File: config.mk
export PLATFORM = sky130hd
export DESIGN_NAME = executeStage
export DESIGN_NICKNAME = d
export VERILOG_FILES = /design/src/source/isaPkg.sv /design/src/source/pipePkg.sv /design/src/source/executeStage.sv
export VERILOG_INCLUDE_DIRS = /design/src /design/src/include
export SDC_FILE = /design/constraint.sdc
export NUM_CORES = 1
export LEC_CHECK = 0
export BUFFER_PORTS_ARGS = -buffer_cell sky130_fd_sc_hd__buf_2
export CAP_MARGIN = 30
export CORE_MARGIN = 2
export CORE_UTILIZATION = 40
export DETAILED_ROUTE_END_ITERATION = 12
export REMOVE_ABC_BUFFERS = 1
export SYNTH_ARGS = -nofsm -noshare
export SYNTH_HDL_FRONTEND = slang
export SYNTH_SLANG_ARGS = --single-unit
File: constraint.sdc
create_clock -name Clk -period 6.2 [get_ports Clk]
set_clock_uncertainty 0.2 [all_clocks]
set_input_delay 0 -clock Clk [delete_from_list [all_inputs] [get_ports Clk]]
set_output_delay 0 -clock Clk [all_outputs]
set_load 0.02 [all_outputs]
File: src/include/cpu_settings.svh
`ifndef CPU_SETTINGS_SVH
`define CPU_SETTINGS_SVH

// Datapath and storage sizes
`define DATA_W      32
`define REG_CNT     32
`define IMEM_DEPTH  256
`define DMEM_DEPTH  256
`define ALU_OP_W    4

// Primary opcodes
`define OP_RTYPE    6'h00
`define OP_J        6'h02
`define OP_BEQ      6'h04
`define OP_BNE      6'h05
`define OP_ADDI     6'h08
`define OP_LW       6'h23
`define OP_SW       6'h2B
`define OP_HALT     6'h3F

// R-type funct field
`define FN_ADD      6'h20
`define FN_SUB      6'h22
`define FN_AND      6'h24
`define FN_OR       6'h25
`define FN_SLT      6'h2A

// ALU operations
`define ALU_ADD     4'd0
`define ALU_SUB     4'd1
`define ALU_AND     4'd2
`define ALU_OR      4'd3
`define ALU_SLT     4'd4

`endif

File: src/source/isaPkg.sv
`include "cpu_settings.svh"

package isaPkg;

   // Machine word and register index
   typedef logic [`DATA_W-1:0]              wordT;
   typedef logic [$clog2(`REG_CNT)-1:0]     regIdxT;

   // Instruction fields
   typedef logic [5:0]                      opcodeT;
   typedef logic [5:0]                      functT;
   typedef logic [15:0]                     immT;

   // Word address into instruction memory
   typedef logic [$clog2(`IMEM_DEPTH)-1:0]  imemAddrT;

endpackage

File: src/source/pipePkg.sv
`include "cpu_settings.svh"

package pipePkg;

   typedef logic [`ALU_OP_W-1:0] aluOpT;

   // Loader side of the program handshake
   typedef enum logic [1:0] {
      idle,
      write,
      waitDrop
   } loadStateT;

   // Where the next PC comes from
   typedef enum logic [1:0] {
      seqPc,
      branchPc,
      jumpPc
   } pcSelT;

endpackage

File: src/source/executeStage.sv
`include "cpu_settings.svh"

module executeStage
   import isaPkg::*;
   import pipePkg::*;
(
   input  logic   Clk,
   input  logic   rstN,
   input  wordT   idA,
   input  wordT   idB,
   input  wordT   idImm,
   input  regIdxT idDest,
   input  aluOpT  idAluOp,
   input  logic   idAluSrc,
   input  logic   idMemRead,
   input  logic   idMemWrite,
   input  logic   idRegWrite,
   input  logic   idBranchEq,
   input  logic   idBranchNe,
   input  logic   idJump,
   input  logic   idHalt,
   input  wordT   idPcNext,
   input  logic   idValid,
   output logic   redirect,
   output wordT   redirectPc,
   output wordT   exResult,
   output wordT   exStore,
   output regIdxT exDest,
   output logic   exMemRead,
   output logic   exMemWrite,
   output logic   exRegWrite,
   output logic   exHalt,
   output logic   exValid
);

   wordT  opB;
   wordT  aluOut;
   wordT  branchTarget;
   wordT  jumpTarget;
   logic  live;
   logic  haltGone;
   pcSelT pcSel;

   // Nothing younger than a HALT goes on
   assign live = idValid && !haltGone;
   assign opB  = idAluSrc ? idImm : idB;

   always_comb begin
      case (idAluOp)
         `ALU_ADD: aluOut = idA + opB;
         `ALU_SUB: aluOut = idA - opB;
         `ALU_AND: aluOut = idA & opB;
         `ALU_OR:  aluOut = idA | opB;
         `ALU_SLT: aluOut = {{(`DATA_W-1){1'b0}}, $signed(idA) < $signed(opB)};
         default:  aluOut = '0;
      endcase
   end

   //////////////////////////////
   // Branch and jump resolution
   //////////////////////////////

   assign branchTarget = idPcNext + {idImm[`DATA_W-3:0], 2'b00};
   assign jumpTarget   = {idPcNext[`DATA_W-1:28], idImm[25:0], 2'b00};

   always_comb begin
      pcSel = seqPc;
      if (live) begin
         if (idJump) pcSel = jumpPc;
         else if (idBranchEq && idA == idB) pcSel = branchPc;
         else if (idBranchNe && idA != idB) pcSel = branchPc;
      end
   end

   assign redirect   = (pcSel != seqPc);
   assign redirectPc = (pcSel == jumpPc) ? jumpTarget : branchTarget;

   //////////////////////////////
   // EX/MEM
   //////////////////////////////

   always_ff @(posedge Clk) begin
      if (!rstN) begin
         exValid  <= 1'b0;
         haltGone <= 1'b0;
      end else begin
         exValid <= live;
         if (live && idHalt) haltGone <= 1'b1;
      end
   end

   always_ff @(posedge Clk) begin
      exResult   <= aluOut;
      exStore    <= idB;
      exDest     <= idDest;
      exMemRead  <= idMemRead;
      exMemWrite <= idMemWrite;
      exRegWrite <= idRegWrite;
      exHalt     <= idHalt;
   end

endmodule

# Word-level counts from Yosys, hierarchy flattened
# Cells that the tools add are included.
# op_classes
add_sub_neg	3
mul	0
div_mod_pow	0
order_cmp	1
eq_ne	7
shifts	0
mux	7
n_bitwise	2
reduce_logical	7
# op_table
operator	n
case mux 32 bit (5 select lines)	1
adder 32 bit	2
two-way mux 32 bit	2
bitwise AND 32 bit	1
equality test 32 bit	1
< comparator 32 bit	1
!= test 32 bit	1
bitwise OR 32 bit	1
subtractor 32 bit	1
equality test 4 x 2 -> 1 bit (second input constant)	2
equality test 4 x 1 -> 1 bit (second input constant)	1
equality test 4 x 3 -> 1 bit (second input constant)	1
logical AND 1 bit	4
zero test 4 bit	1
two-way mux 2 bit	2
equality test 2 bit (second input constant)	1
two-way mux 1 bit	2
nonzero test 2 bit	1
zero test 1 bit	1
# totals
ff_bits	75
latchBits	0
mem_bits_rw	0
rom_bits	0
input_bits	148
output_inout_bits	107
word_cells	36
n_memories	0

# Longest topological paths before layout
# logic_depth
word_depth	8
depth_mapped	17
mapped_depth_nobuf	15

# Least setup slack after synthesis
# No wires, ideal clock.
# synth_timing
path_type	input port to flip-flop
start	in idAluSrc
end	reg exResult[30]
setup_time_ps	141
arrival_time_ps	3295
slack_ps	2564
stages	15
n_path_buf	3
cell_sequence	clkbuf_1 buf_1 mux2i_1 ha_1 buf_6 or3_4 nor4_4 nand2_1 o211a_1 o311ai_1 nand2_1 o21a_1 a311o_1 xnor2_1 o221ai_1
# synth_between
elab_chain_cells	3
# synth_rtl
item	line	text
from (decl)	executeStage.sv:14	input logic idAluSrc,
two-way mux 32 bit *	executeStage.sv:46	assign opB = idAluSrc ? idImm : idB;
subtractor 32 bit, or another cell as far along	executeStage.sv:51	`ALU_SUB: aluOut = idA - opB;
case mux 32 bit (5 select lines) *	executeStage.sv:49	case (idAluOp)
via aluOut[30]	executeStage.sv:37	wordT aluOut;
to (signal assigned)	executeStage.sv:93	exResult <= aluOut;
to (decl)	executeStage.sv:26	output wordT exResult,
# Mark *: on every way through the listed nets, which the timed path passes. The rest lies on a longest branch.
# A chain may end at the register's enable or synchronous reset.

# Worst setup path after layout
# Ends and elaborated chain as after synthesis.

==> flow_summary.ini <==
[sta]
finalSetupViolCount = 0
grt_setup_unrepaired = no
drv_slew = 0
final_hold_viol_count = 0
period_needed_ns = 3.90
tightest_slew_ns = 0.862
worst_slack_ns = 2.30
hold_ws_ns = 0.00362
fmax_mhz = 257
setup_tns_ns = 0
finalCritPeriodShare_pct = 62.8
maxSlewHeadroom_pct = 42.5

[route]
vias = 9067
drt_iter0_markers = 637
drtPass1Iterations = 5
wire_per_inst_um = 17.9
ant_nets = 0
drc = 0
drt-total-wl_um = 30100
vias_per_cell = 5.41

[yosys]
netlist_area_mm2 = 0.00850
synth_edf_count = 0
netlist.area_leader.share_pct = 20.5
ys_seq_area_share_pct = 17.7
ys_top_cells_by_area = ha_1, dfxtp_1, a21oi_1, xor2_1, inv_1
ys_types = 70
synth_cells = 1100
avgSynthCellArea_um2 = 7.72
ys_async_sr_fraction_pct = 0
ys_ff_latch = 75
ys_dominant_reg_cell = dfxtp_1
yosysTopAreaCell = ha_1
yosys_warnings = 0

[job]
drv_cap = 0

[pwr]
p_sw_mw = 0.849
seqPwrFrac_pct = 25.7
p_comb_share_pct = 48.6
power.density_mw_per_mm2 = 186
ir_drop_uv = 126
p_int_mw = 1.18
p_total_mw = 2.03
leakage_nw = 5.40
pwr-share-clk_pct = 25.7
netSwitchingFraction_pct = 41.8

[final_layout]
seqCellArea_mm2 = 0.00150
final_nets = 1683
stdcell_count = 1675
multi_input_area_mm2 = 0.00641
syn2layout_area_growth_pct = 28.9
stdcell_area_mm2 = 0.0110
final_util_pct = 52.3
fill_cells = 2070
drive_gt1_share_pct = 20.5

[placement]
dp_hpwl_um = 23900
placed_area_mm2 = 0.00998
place.gp.congestion = 0.975
port_buffers = 254
place_ws_ns = 1.97
placed_cells = 1588

[die]
die_height_um = 150
row_count = 53
dieWidth_um = 150
die_area_mm2 = 0.0224
initial_core_util_pct = 40.5
io_pins = 255
core_mm2 = 0.0210

[cts]
cts-root-buf = clkbuf_16
clockBufferDepth = 2
tritoncts = built
htreeDepth = 3
numCtsBuffers = 9
insertion_delay_ns = 0.36
clock_sinks = 75
post-cts-setup-buffer-count = 0
path_clk_slew_ns = 0.07

[setup_path]
crit_arrival_ns = 3.91
critPathMaxFanout = 24
max_stage_delay_ns = 0.63
worstPathCellList = buf_2 -> buf_4 -> mux2i_1 -> ha_1 -> or3_4 -> nor4_4 -> nand2_1 -> o211a_1 -> o311ai_1 -> nand2_1 -> o21a_1 -> a311o_1 -> xnor2_1 -> o221ai_1
start_kind = primary input
rr_endpoint = exValid
r2r_start = haltGone
worst_r2r_path_depth = 3
cpMaxStageDelayCell = buf_2
end_kind = flip-flop
worstPathRequired_ns = 6.22
r2r_slack_ns = 4.72
cp-startpoint = idAluSrc
path_class = in2reg
crit_top_cell = nand2_1

[min_path]
min_to = exResult[2]
min_path_cells = 4
hp-class = in2reg
hp-start = idA[2]

[global_routing]
grt_pass1_wl_um = 45800
antenna_found_initial = 3
grt_max_degree = 59
grt-ovfl-total = 0
grtUsageTotal_pct = 26.2
grt_pass1_vias = 8590

[status]
status = completed
[placed cells by master (no fill, tap or decap), drive strengths merged, types with 35 or more instances in the layout]
cell           n
buf          260
nand2         82
inv          107
ha           139
mux2i         35
xnor2         40
a21oi        102
dlygate4sd3   69
xor2          46
nor2          74
dfxtp         75
o21ai         72
[cells in the mapped netlist (8+ instances only)]
master	count
ha_1	139
inv_1	107
a21oi_1	101
nand2_1	82
dfxtp_1	75
nor2_1	74
o21ai_0	67
xor2_1	46
xnor2_1	40
clkbuf_1	39
mux2i_1	35
o221ai_1	31
nor3_1	23
nand3_1	18
o21bai_1	18
a21o_1	16
nor2b_1	13
nand2b_1	12
nor4_1	12
o211ai_1	11
a211oi_1	10
o31ai_1	10
or3_1	10
o21a_1	8
[power groups by stage]
stage          registers, mW  clock network [mW]  logic [mW]
2_1_floorplan          0.575                   0       0.585
3_3_place_gp           0.533                   0       0.938
3_5_place_dp           0.534                   0       0.938
4_1_cts                0.523               0.531       0.979
5_1_grt                0.526               0.547        1.08
6_report               0.523               0.522       0.987
[worst max-delay path, delay by kind of cell]
kind            cells  cell delay, ns
buf+inv             2            0.99
xor+xnor            1            0.14
fa+ha+maj           1            0.41
simple gates        4            0.88
mux                 1            0.32
compound gates      5            1.15
[routing by layer]
metal  routed length (um)  GRT usage, %  share of wire [%]  vias to the layer above
met5                   11             0              0.037                        -
met4                  779          9.06                2.6                        2
met3                 2130          5.34                7.1                       44
met2                13800          42.8                 46                      322
met1                13300          34.3                 44                     4202
li1                     -             -                  -                     4497
[what timing repair did]
action / in CTS / in global routing
hold buffers: 69 / 0
resized for setup: 0 / 0
hold endpoints to repair: 68 / 0
endpoints found under the setup margin: 0 / 0
[worst max-delay path by stage]
stage | endpoint | cells past startpoint
global route | exResult[26] | 14
floorplan | exResult[30] | 12
CTS | exResult[30] | 14
global placement | exResult[30] | 14
detailed placement | exResult[30] | 14
finish | exResult[30] | 14
[cell type report]
| class | count | area share, % |
|---|---|---|
| antenna | 2 | 0.0457 |
| clock buffer | 10 | 2.18 |
| clock inverter | 6 | 0.377 |
| inverter | 107 | 3.67 |
| multi-input combinational | 871 | 58.6 |
| sequential | 75 | 13.7 |
| tap | 275 | 3.14 |
| timing repair buffer | 329 | 18.3 |
[sequential cells by signal, summed over array words and instances, names as in the netlist]
name / count
exDest: 5
exHalt: 1
exMemRead: 1
exMemWrite: 1
exRegWrite: 1
exResult: 32
exStore: 32
exValid: 1
haltGone: 1
[cells by family (layout without fill, tap and decap cells)]
kind of cell | count (synthesis) | after routing | synth area share, %
AO/OA/AOI/OAI | 336 | 336 | 25.8
other | 0 | 2 | 0
multiplexers | 36 | 36 | 4.26
flip-flops | 75 | 75 | 17.7
AND/OR/NAND/NOR | 271 | 271 | 15.3
buffers and inverters | 154 | 452 | 6.92
XOR/XNOR | 86 | 86 | 8.86
adder cells (fa/ha/maj) | 142 | 142 | 21.2
Power figures use the tool's default switching activity.
