<file path="src/include/cpu_settings.svh">
`ifndef CPU_SETTINGS_SVH
`define CPU_SETTINGS_SVH

// Datapath and storage sizes
`define DATA_W      32
`define REG_CNT     32
`define IMEM_DEPTH  256
`define DMEM_DEPTH  256
`define ALU_OP_W    4

// Primary opcodes
`define OP_RTYPE    6'h00
`define OP_J        6'h02
`define OP_BEQ      6'h04
`define OP_BNE      6'h05
`define OP_ADDI     6'h08
`define OP_LW       6'h23
`define OP_SW       6'h2B
`define OP_HALT     6'h3F

// R-type funct field
`define FN_ADD      6'h20
`define FN_SUB      6'h22
`define FN_AND      6'h24
`define FN_OR       6'h25
`define FN_SLT      6'h2A

// ALU operations
`define ALU_ADD     4'd0
`define ALU_SUB     4'd1
`define ALU_AND     4'd2
`define ALU_OR      4'd3
`define ALU_SLT     4'd4

`endif

</file>
<file path="src/source/isaPkg.sv">
`include "cpu_settings.svh"

package isaPkg;

   // Machine word and register index
   typedef logic [`DATA_W-1:0]              wordT;
   typedef logic [$clog2(`REG_CNT)-1:0]     regIdxT;

   // Instruction fields
   typedef logic [5:0]                      opcodeT;
   typedef logic [5:0]                      functT;
   typedef logic [15:0]                     immT;

   // Word address into instruction memory
   typedef logic [$clog2(`IMEM_DEPTH)-1:0]  imemAddrT;

endpackage

</file>
<file path="src/source/pipePkg.sv">
`include "cpu_settings.svh"

package pipePkg;

   typedef logic [`ALU_OP_W-1:0] aluOpT;

   // Loader side of the program handshake
   typedef enum logic [1:0] {
      idle,
      write,
      waitDrop
   } loadStateT;

   // Where the next PC comes from
   typedef enum logic [1:0] {
      seqPc,
      branchPc,
      jumpPc
   } pcSelT;

endpackage

</file>
<file path="src/source/decodeStage.sv">
`include "cpu_settings.svh"

module decodeStage
   import isaPkg::*;
   import pipePkg::*;
(
   input  logic   Clk,
   input  logic   rstN,
   input  wordT   ifInstr,
   input  wordT   ifPcNext,
   input  logic   ifValid,
   input  logic   flush,
   input  logic   wbWe,
   input  regIdxT wbReg,
   input  wordT   wbData,
   output wordT   idA,
   output wordT   idB,
   output wordT   idImm,
   output regIdxT idDest,
   output aluOpT  idAluOp,
   output logic   idAluSrc,
   output logic   idMemRead,
   output logic   idMemWrite,
   output logic   idRegWrite,
   output logic   idBranchEq,
   output logic   idBranchNe,
   output logic   idJump,
   output logic   idHalt,
   output wordT   idPcNext,
   output logic   idValid,
   output logic   haltSeen
);

   wordT   regs [`REG_CNT];
   opcodeT opcode;
   functT  funct;
   regIdxT rs;
   regIdxT rt;
   regIdxT rd;
   immT    imm;
   wordT   immExt;
   aluOpT  aluOp;
   logic   aluSrc;
   logic   memRead;
   logic   memWrite;
   logic   regWrite;
   logic   branchEq;
   logic   branchNe;
   logic   jump;
   logic   isHalt;
   logic   destRd;
   logic   haltNow;
   logic   haltLatch;

   assign opcode = ifInstr[31:26];
   assign rs     = ifInstr[25:21];
   assign rt     = ifInstr[20:16];
   assign rd     = ifInstr[15:11];
   assign imm    = ifInstr[15:0];
   assign funct  = ifInstr[5:0];

   // J carries its 26-bit index in the immediate slot
   assign immExt = jump ? {6'b0, ifInstr[25:0]} : {{(`DATA_W-16){imm[15]}}, imm};

   //////////////////////////////
   // Control decoder
   //////////////////////////////

   always_comb begin
      aluOp    = `ALU_ADD;
      aluSrc   = 1'b0;
      memRead  = 1'b0;
      memWrite = 1'b0;
      regWrite = 1'b0;
      branchEq = 1'b0;
      branchNe = 1'b0;
      jump     = 1'b0;
      isHalt   = 1'b0;
      destRd   = 1'b0;
      case (opcode)
         `OP_RTYPE: begin
            destRd   = 1'b1;
            regWrite = 1'b1;
            case (funct)
               `FN_ADD: aluOp = `ALU_ADD;
               `FN_SUB: aluOp = `ALU_SUB;
               `FN_AND: aluOp = `ALU_AND;
               `FN_OR:  aluOp = `ALU_OR;
               `FN_SLT: aluOp = `ALU_SLT;
               // All-zero word lands here and acts as a NOP
               default: regWrite = 1'b0;
            endcase
         end
         `OP_ADDI: begin
            aluSrc   = 1'b1;
            regWrite = 1'b1;
         end
         `OP_LW: begin
            aluSrc   = 1'b1;
            memRead  = 1'b1;
            regWrite = 1'b1;
         end
         `OP_SW: begin
            aluSrc   = 1'b1;
            memWrite = 1'b1;
         end
         `OP_BEQ:  branchEq = 1'b1;
         `OP_BNE:  branchNe = 1'b1;
         `OP_J:    jump     = 1'b1;
         `OP_HALT: isHalt   = 1'b1;
         default:  ;
      endcase
   end

   //////////////////////////////
   // Register file
   //////////////////////////////

   always_ff @(posedge Clk) begin
      if (wbWe && wbReg != '0) begin
         regs[wbReg] <= wbData;
      end
   end

   // Same-cycle write-back is passed straight through
   function automatic wordT readReg(input regIdxT idx);
      wordT val;
      if (idx == '0) val = '0;
      else if (wbWe && wbReg == idx) val = wbData;
      else val = regs[idx];
      return val;
   endfunction

   //////////////////////////////
   // ID/EX and halt tracking
   //////////////////////////////

   always_ff @(posedge Clk) begin
      if (!rstN) begin
         idValid <= 1'b0;
      end else begin
         idValid <= ifValid && !flush;
      end
   end

   always_ff @(posedge Clk) begin
      idA        <= readReg(rs);
      idB        <= readReg(rt);
      idImm      <= immExt;
      idDest     <= destRd ? rd : rt;
      idAluOp    <= aluOp;
      idAluSrc   <= aluSrc;
      idMemRead  <= memRead;
      idMemWrite <= memWrite;
      idRegWrite <= regWrite;
      idBranchEq <= branchEq;
      idBranchNe <= branchNe;
      idJump     <= jump;
      idHalt     <= isHalt;
      idPcNext   <= ifPcNext;
   end

   // A HALT behind a taken branch does not count
   assign haltNow = ifValid && !flush && isHalt;

   always_ff @(posedge Clk) begin
      if (!rstN) begin
         haltLatch <= 1'b0;
      end else if (haltNow) begin
         haltLatch <= 1'b1;
      end
   end

   assign haltSeen = haltNow || haltLatch;

   regZeroNeverWritten: assert property (
      @(posedge Clk) disable iff (!rstN) wbWe |-> wbReg != '0);

endmodule

</file>
<file path="config.mk">
export PLATFORM = sky130hd
export DESIGN_NAME = decodeStage
export DESIGN_NICKNAME = d
export VERILOG_FILES = /design/src/source/isaPkg.sv /design/src/source/pipePkg.sv /design/src/source/decodeStage.sv
export VERILOG_INCLUDE_DIRS = /design/src /design/src/include
export SDC_FILE = /design/constraint.sdc
export NUM_CORES = 1
export LEC_CHECK = 0
export ABC_AREA = 0
export BUFFER_PORTS_ARGS = -buffer_cell sky130_fd_sc_hd__buf_2
export CAP_MARGIN = 20
export CELL_PAD_IN_SITES_DETAIL_PLACEMENT = 0
export CELL_PAD_IN_SITES_GLOBAL_PLACEMENT = 2
export CORE_ASPECT_RATIO = 1.1
export CORE_MARGIN = 5
export CORE_UTILIZATION = 40
export DETAILED_ROUTE_END_ITERATION = 6
export PLACE_DENSITY = 0.7
export SETUP_SLACK_MARGIN = 0.4
export SLEW_MARGIN = 40
export SYNTH_ARGS = -nofsm -noshare
export SYNTH_HDL_FRONTEND = slang
export SYNTH_SLANG_ARGS = --single-unit
</file>
<file path="constraint.sdc">
create_clock -name Clk -period 3.85 [get_ports Clk]
set_clock_uncertainty 0.2 [all_clocks]
set_input_delay 0.77 -clock Clk [delete_from_list [all_inputs] [get_ports Clk]]
set_output_delay 0.77 -clock Clk [all_outputs]
set_load 0.05 [all_outputs]
</file>
* Word-level counts from Yosys, hierarchy flattened
Memories as Yosys holds them, arrays and structs flattened. A register that Yosys moved wholly into a read port is not among the register bits. Cells that the tools add are included.
Storage, ports and cells: bits in registers 78, bits in read-only memories 0, memories 1, memory bits (writable) 1024, output and inout port bits 147, latch bits 0
Operators by class: $lt $le $gt $ge 0, muxes and demuxes 15, reductions and logical operators 12, $mul 0, bitwise operators 0, divide/modulo/power cells 0, equal/unequal tests 12, add/subtract/negate cells 0, shifts and indexed selects 0
Memories:
- regs | depth 32, bits a word 32, read ports 2, clocked after Yosys merged registers in 2, wr ports 1, RTL line decodeStage.sv:34 | wordT regs [`REG_CNT];
Operator list (count):
- equality test 6 bit (second input constant) | 8
- two-way mux 26 bit | 1
- equality test 6 x 3 -> 1 bit (second input constant) | 2
- one-hot mux 3 bit (4 select lines) | 1
- two-way mux 1 bit | 11
- logical NOT 5 bit | 2
- equality test 6 x 2 -> 1 bit (second input constant) | 1
- equality test 6 x 4 -> 1 bit (second input constant) | 1
- logical NOT 6 bit | 1
- two-way mux 5 bit | 1
- nonzero test 5 bit | 1
- OR reduction 5 bit | 1
- logical AND 1 bit | 3
- OR reduction 3 bit | 1
- one-hot mux 1 bit (2 select lines) | 1
- OR reduction 2 bit | 1
- logical NOT 1 bit | 1
- logical OR 1 bit | 1

* Logic depth before layout (Yosys ltp)
Gate-level depths: netlist of run 1.
depth in word-level cells 4, mapped depth 8, gate-level depth less buffers 5

* Least setup slack after synthesis of run 1
OpenSTA, ideal clock, no wires.
path kind input to register, start point in wbReg[0], end point mem regs[20][0] (netlist name) (enable), setup slack 0.144 ns, path buffers 2, arrival time 3.085 ns, cell stages on the path 5, path through clkbuf_1 -> or2_2 -> or2_2 -> clkbuf_1 -> nor2_1
Between the ends: word-level cells in the longest chain between the ends 4
Ends and longest elaborated chain:
- start, declared | RTL line decodeStage.sv:14 | input regIdxT wbReg,
- nonzero test 5 bit | RTL line decodeStage.sv:120 | if (wbWe && wbReg != '0) begin
- logical AND 1 bit | RTL line decodeStage.sv:120
- two-way mux 1 bit | RTL line decodeStage.sv:120
- two-way mux 1 bit (implied by the code) | RTL line decodeStage.sv:121 | regs[wbReg] <= wbData;
- end, declared | RTL line decodeStage.sv:34
Several ways; a longest one is shown, not always the timed one.

* Worst setup path after layout of run 1
start point in ifInstr[30], end point out haltSeen
Between the ends: word-level cells in the longest chain between the ends 4
Ends and longest elaborated chain:
- start, declared | RTL line decodeStage.sv:9 | input wordT ifInstr,
- equality test 6 bit | RTL line decodeStage.sv:80 | case (opcode)
- two-way mux 1 bit | RTL line decodeStage.sv:80
- via isHalt | RTL line decodeStage.sv:50 | logic isHalt;
- logical AND 1 bit | RTL line decodeStage.sv:164 | assign haltNow = ifValid && !flush && isHalt;
- logical OR 1 bit | RTL line decodeStage.sv:174 | assign haltSeen = haltNow || haltLatch;
- end, declared | RTL line decodeStage.sv:31 | output logic haltSeen
The timed path passes the listed nets, and every way through them passes these cells.

==> metrics.cfg, run 1 <==
[setup_path]
critPathSlowestCell = dlygate4sd3_1
worstSetupPathType = input pin to output port
path_buf_inv = 3
startpoint_type = input pin
worst_ep_required_time_ps = 2880
cp-end-kind = output port
critical-path-top-delay-family = buffers and inverters
worstPathArrival_ps = 2060
crit_fanout = 5
crit_top_cell = buf_2
critPathMaxStageDelay_ps = 520
path_cells = dlygate4sd3_1 -> buf_2 -> nand3_1 -> nor2_1 -> a21o_1 -> buf_2

[cts]
holdBufCountCts = 50
cts_inserted_buffers = 121
htreeDepth = 3
post_cts_buffers = 0
tritoncts = yes
clk_path_buf_depth = 3
cts.clk_slew.worst_paths_ps = 60
cts.sinks = 1165
root_buffer = clkbuf_16
clk_latency_ps = 750
cts_resized = 0

[floorplanning]
die_x_um = 351
core_area_um2 = 127000
die_area_um2 = 135000
rows = 137
initial_core_util_pct = 40.2
design.portCount = 253
die_height_um = 385

[hold_path]
hold_class = input pin to flip-flop

[synth]
synth_top_area_share_pct = 60.3
syn_area_um2 = 51000
synth_area_leaders = edfxtp_1 60%, mux4_2 23%, dfxtp_1 5.5%, mux2i_1 2.6%, o22ai_1 1.9%
synth-edff-count = 1024
synth.avg_cell_area_um2 = 19.5
ys.flop_type = edfxtp_1
synthesis.instances = 2620
yosysMostFrequentCell = edfxtp_1
async_flop_share_pct = 0
ys_seq_area_share_pct = 65.8
ys_warn_count = 0
synth_top_area_cell = edfxtp_1
synth-seq-cells = 1165
synthTopCellsByCount = 1024 x edfxtp_1, 510 x mux4_2, 153 x o22ai_1, 152 x nor2_1, 141 x dfxtp_1
synth_cell_type_count = 57

[drt]
drc = 0
via_per_inst = 6.22
antenna_left = 0
vias = 29800
drt-initial-drc-count = 3556
routedWlPerCell_um = 34.2
routed_wl_mm = 164
firstDrtPassIters = 5

[sta]
fin_crit_ps = 3030
holdWs_ps = 71.8
finalHoldViolations = 0
worst_pin_slew_ps = 873
slew_viol_final = 0
slew_headroom_pct = 41.7
rsz0062_at_grt = no
report.final.setup_viol = 0
min_period_over_period_pct = 78.8
fin_tns_setup_ps = 0
fmax_ghz = 0.330

[pwr]
ir_drop_mv = 0.369
p_leak_nw = 20.0
power_density_nw_per_um2 = 485

[finish]
area_growth_pct = 18.3
nets = 3124
drive_gt1_share_pct = 38.4
final_util_pct = 47.6
fill_cells = 10600

[grt]
grt_overflow = 0
grt_pass1_wl_mm = 230
antenna_found_initial = 13
grt_max_degree = 59
grt.total_usage_pct = 24.1
grt_pass1_vias = 31100

[place]
gp_congestion = 0.794
place_hpwl_mm = 93.7
port_buffers = 251

[flow_run]
maxCapViolCount = 0

[run_status]
status = completed

area by class of cell:
cell class,instances,area (um2),area share [%]
timing repair buffer,455,3780,6.26
inverter,5,18.8,0.0311
tap,1668,2090,3.46
clock inverter,67,767,1.27
antenna,2,5.00,0.00829
clock buffer,162,3410,5.64
multi-input combinational,1270,16700,27.7
sequential,1165,33600,55.6
routing by layer:
metal	track usage (%)	share of wire [%]
met3	5.09	8.6
met5	0	0.015
met2	39.1	48
met4	6.69	2.5
met1	33.4	41
placed cells by master, fill, tap and decap left out, types with 25 or more instances in the layout:
cell type      count
edfxtp_1        1024
mux2_2            37
buf_12            56
dlygate4sd3_1     50
mux2i_1          130
buf_2            243
a211oi_1          30
nor3_1            25
o21ai_0           58
mux4_2           510
o22ai_1          153
buf_4             94
nor2_1           121
dfxtp_1          141
clkbuf_16        124
conb_1            33
nor2_4            31
final timing paths:
kind	from	endpoint	slack, ps	cells past startpoint
max	ifInstr[30]	haltSeen	820	6
min	ifInstr[27]	idBranchNe	70	2
max reg2reg	regs[31][16]	idA[16]	1770	4
min reg2reg	haltLatch	haltLatch	340	2
power by group:
| group | internal [mW] | switching (mW) |
|---|---|---|
| Combinational | 1.09 | 1.84 |
| Sequential | 14.0 | 0.132 |
| Clock | 7.10 | 5.12 |
registers in the layout, summed over array words and instances, names as in the netlist:
name        cells
haltLatch       1
regs         1024
idAluOp         3
idImm          27
idRegWrite      1
idHalt          1
idJump          1
idBranchNe      1
idAluSrc        1
idMemWrite      1
idA            32
idBranchEq      1
idPcNext       32
idMemRead       1
idValid         1
idDest          5
idB            32
per-stage QoR:
stage / area [um2] / total power [mW] / worst slack (ps) / instances
2_1_floorplan: 51100 / 16.2 / 144 / 2652
3_3_place_gp: 55600 / 17.3 / 394 / 4507
3_5_place_dp: 55600 / 17.3 / 462 / 4509
4_1_cts: 60300 / 29.6 / 803 / 4788
5_1_grt: 60400 / 30.3 / 749 / 4792
6_report: 60400 / 29.3 / 816 / 4794
kinds of logic after synthesis:
family,count (synthesis),synth area share (%)
simple gates,242,2.13
buf+inv,217,2.19
other cells,1,0.00735
compound gates,308,3.83
mux,677,25.9
flops,1165,65.8
xor+xnor,10,0.172
Note: power is estimated with default switching activity, not from simulation.
==> run 2: changes to the inputs <==
PLACE_DENSITY = 0.68   (was 0.7)
clock period = 2.8 ns   (was 3.85 ns; I/O delays follow)
==> metrics.cfg, run 2 (same netlist as run 1, synthesis figures left out) <==
[sta]
min_period_over_period_pct = 83.4
slew_viol_final = 0
fin_tns_setup_ps = 0
fmax_ghz = 0.428
slew_headroom_pct = 50.7
worst_pin_slew_ps = 738
report.final.setup_viol = 0
fin_crit_ps = 2340
finalHoldViolations = 0
rsz0062_at_grt = no
finalWorstSetupSlack_ps = 465

[floorplanning]
die_height_um = 385
rows = 137
die_x_um = 351
initial_core_util_pct = 40.2
die_area_um2 = 135000
core_area_um2 = 127000
design.portCount = 253

[setup_path]
r2r-start = regs[30][25]
worst_r2r_path_depth = 5
path_buf_inv = 1
worstPathArrival_ps = 1580
worst_ep_required_time_ps = 2040
worstReg2RegEnd = idA[25]
r2r_slack_ps = 700
critPathMaxStageDelay_ps = 480
critPathSlowestCell = dfxtp_1
critical-path-top-delay-family = flip-flops
cp.depth = 1
path_cells = buf_2
cp-end-kind = output port
worstSetupPathType = flip-flop to output port
startpoint_type = flip-flop
critPathLaunch = idB[5]
crit_fanout = 1

[finish]
drive_gt1_share_pct = 39.9
area_growth_pct = 21.5
largest_register_ffs = 1024
top_register = regs
layout_common_cells = 1024 x edfxtp_1, 510 x mux4_2, 242 x buf_2, 153 x o22ai_1, 152 x buf_4
final_common_cell = edfxtp_1
final_area_um2 = 62000
nets = 3254
final_util_pct = 48.9
fill_cells = 10400

[drt]
routed_wl_mm = 167
antenna_left = 0
drt-initial-drc-count = 2907
routedWlPerCell_um = 33.9
vias = 30200
via_per_inst = 6.15
drc = 0
firstDrtPassIters = 5

[hold_path]
hold_class = input pin to flip-flop
min_to = haltLatch
min_path_cells = 4
hold_path.startpoint = flush

[grt]
grt_overflow = 0
antenna_found_initial = 6
grt_pass1_vias = 31900
grt_max_degree = 58
gr-usage-met1_pct = 32.4
grt.total_usage_pct = 24.8
met3_usage_pct = 5.73
met2_usage_pct = 40.9
busiest_layer = met2
grt_pass1_wl_mm = 235

[cts]
htreeDepth = 4
clk_latency_ps = 770
cts.sinks = 1165
cts.clk_slew.worst_paths_ps = 60
clk_path_buf_depth = 3
root_buffer = clkbuf_16
tritoncts = yes
cts_inserted_buffers = 130

[place]
gp_congestion = 0.837
pre_cts_ws_ps = -88.3
port_buffers = 251
postPlaceCellArea_um2 = 57000
place_hpwl_mm = 102

[pwr]
power_density_nw_per_um2 = 661
p_total_mw = 41.0
p_leak_nw = 20.8
ir_drop_mv = 0.565

[flow_run]
maxCapViolCount = 0

[run_status]
status = completed

-- run 2: changes by cell type in the layout (fill, tap and decap cells not counted), sizes merged --
cell         delta
clkinvlp        -3
bufinv          -2
clkinv         -14
buf           +102
dlygate4sd3    +18
diode           -1
clkbuf         +24
inv             -2
-- run 2: power breakdown --
part / total [mW] / switching, mW / internal, mW / leakage [nW]
sequential: 19.5 / 0.198 / 19.3 / 10.4
combinational: 4.24 / 2.57 / 1.67 / 8.29
clock: 17.3 / 6.91 / 10.4 / 2.08
-- run 2: worst max-delay path by stage --
stage,end,slack (ps)
5_1_grt,idA[12],400
2_1_floorplan,regs[17][0],110
3_5_place_dp,idA[8],-90
4_1_cts,idB[5],400
3_3_place_gp,idA[8],-100
6_report,idB[5],460
-- run 2: routing by layer --
layer / routed length [um] / share of wire (%)
met2: 81400 / 49
met1: 65100 / 39
met5: 25 / 0.015
met3: 13700 / 8.2
met4: 6480 / 3.9
-- run 2: stage by stage --
stage               cells  hold slack [ps]
finish               4916             82.6
floorplan            2652              388
detailed placement   4616              333
global route         4916             63.9
global placement     4616              310
CTS                  4915             31.2
-- run 2: layout make-up --
cell class              count  area [um2]  share of cell area, %
flip-flops and latches   1165       33600                   54.1
multi-input cells        1270       16800                   27.0
well taps                1668        2090                   3.37
clock inverters            46         544                  0.878
diodes                      1        2.50                0.00404
repair buffers            576        5270                   8.49
inverters                   5        18.8                 0.0303
clock buffers             185        3770                   6.07
-- run 2: what timing repair did --
item / CTS / global route
hold buffers: 68 / 0
setup buffers: 0 / 0
gates resized for setup: 0 / 2
endpoints found under the setup margin: 0 / 1
endpoints found under the hold margin: 99 / 0
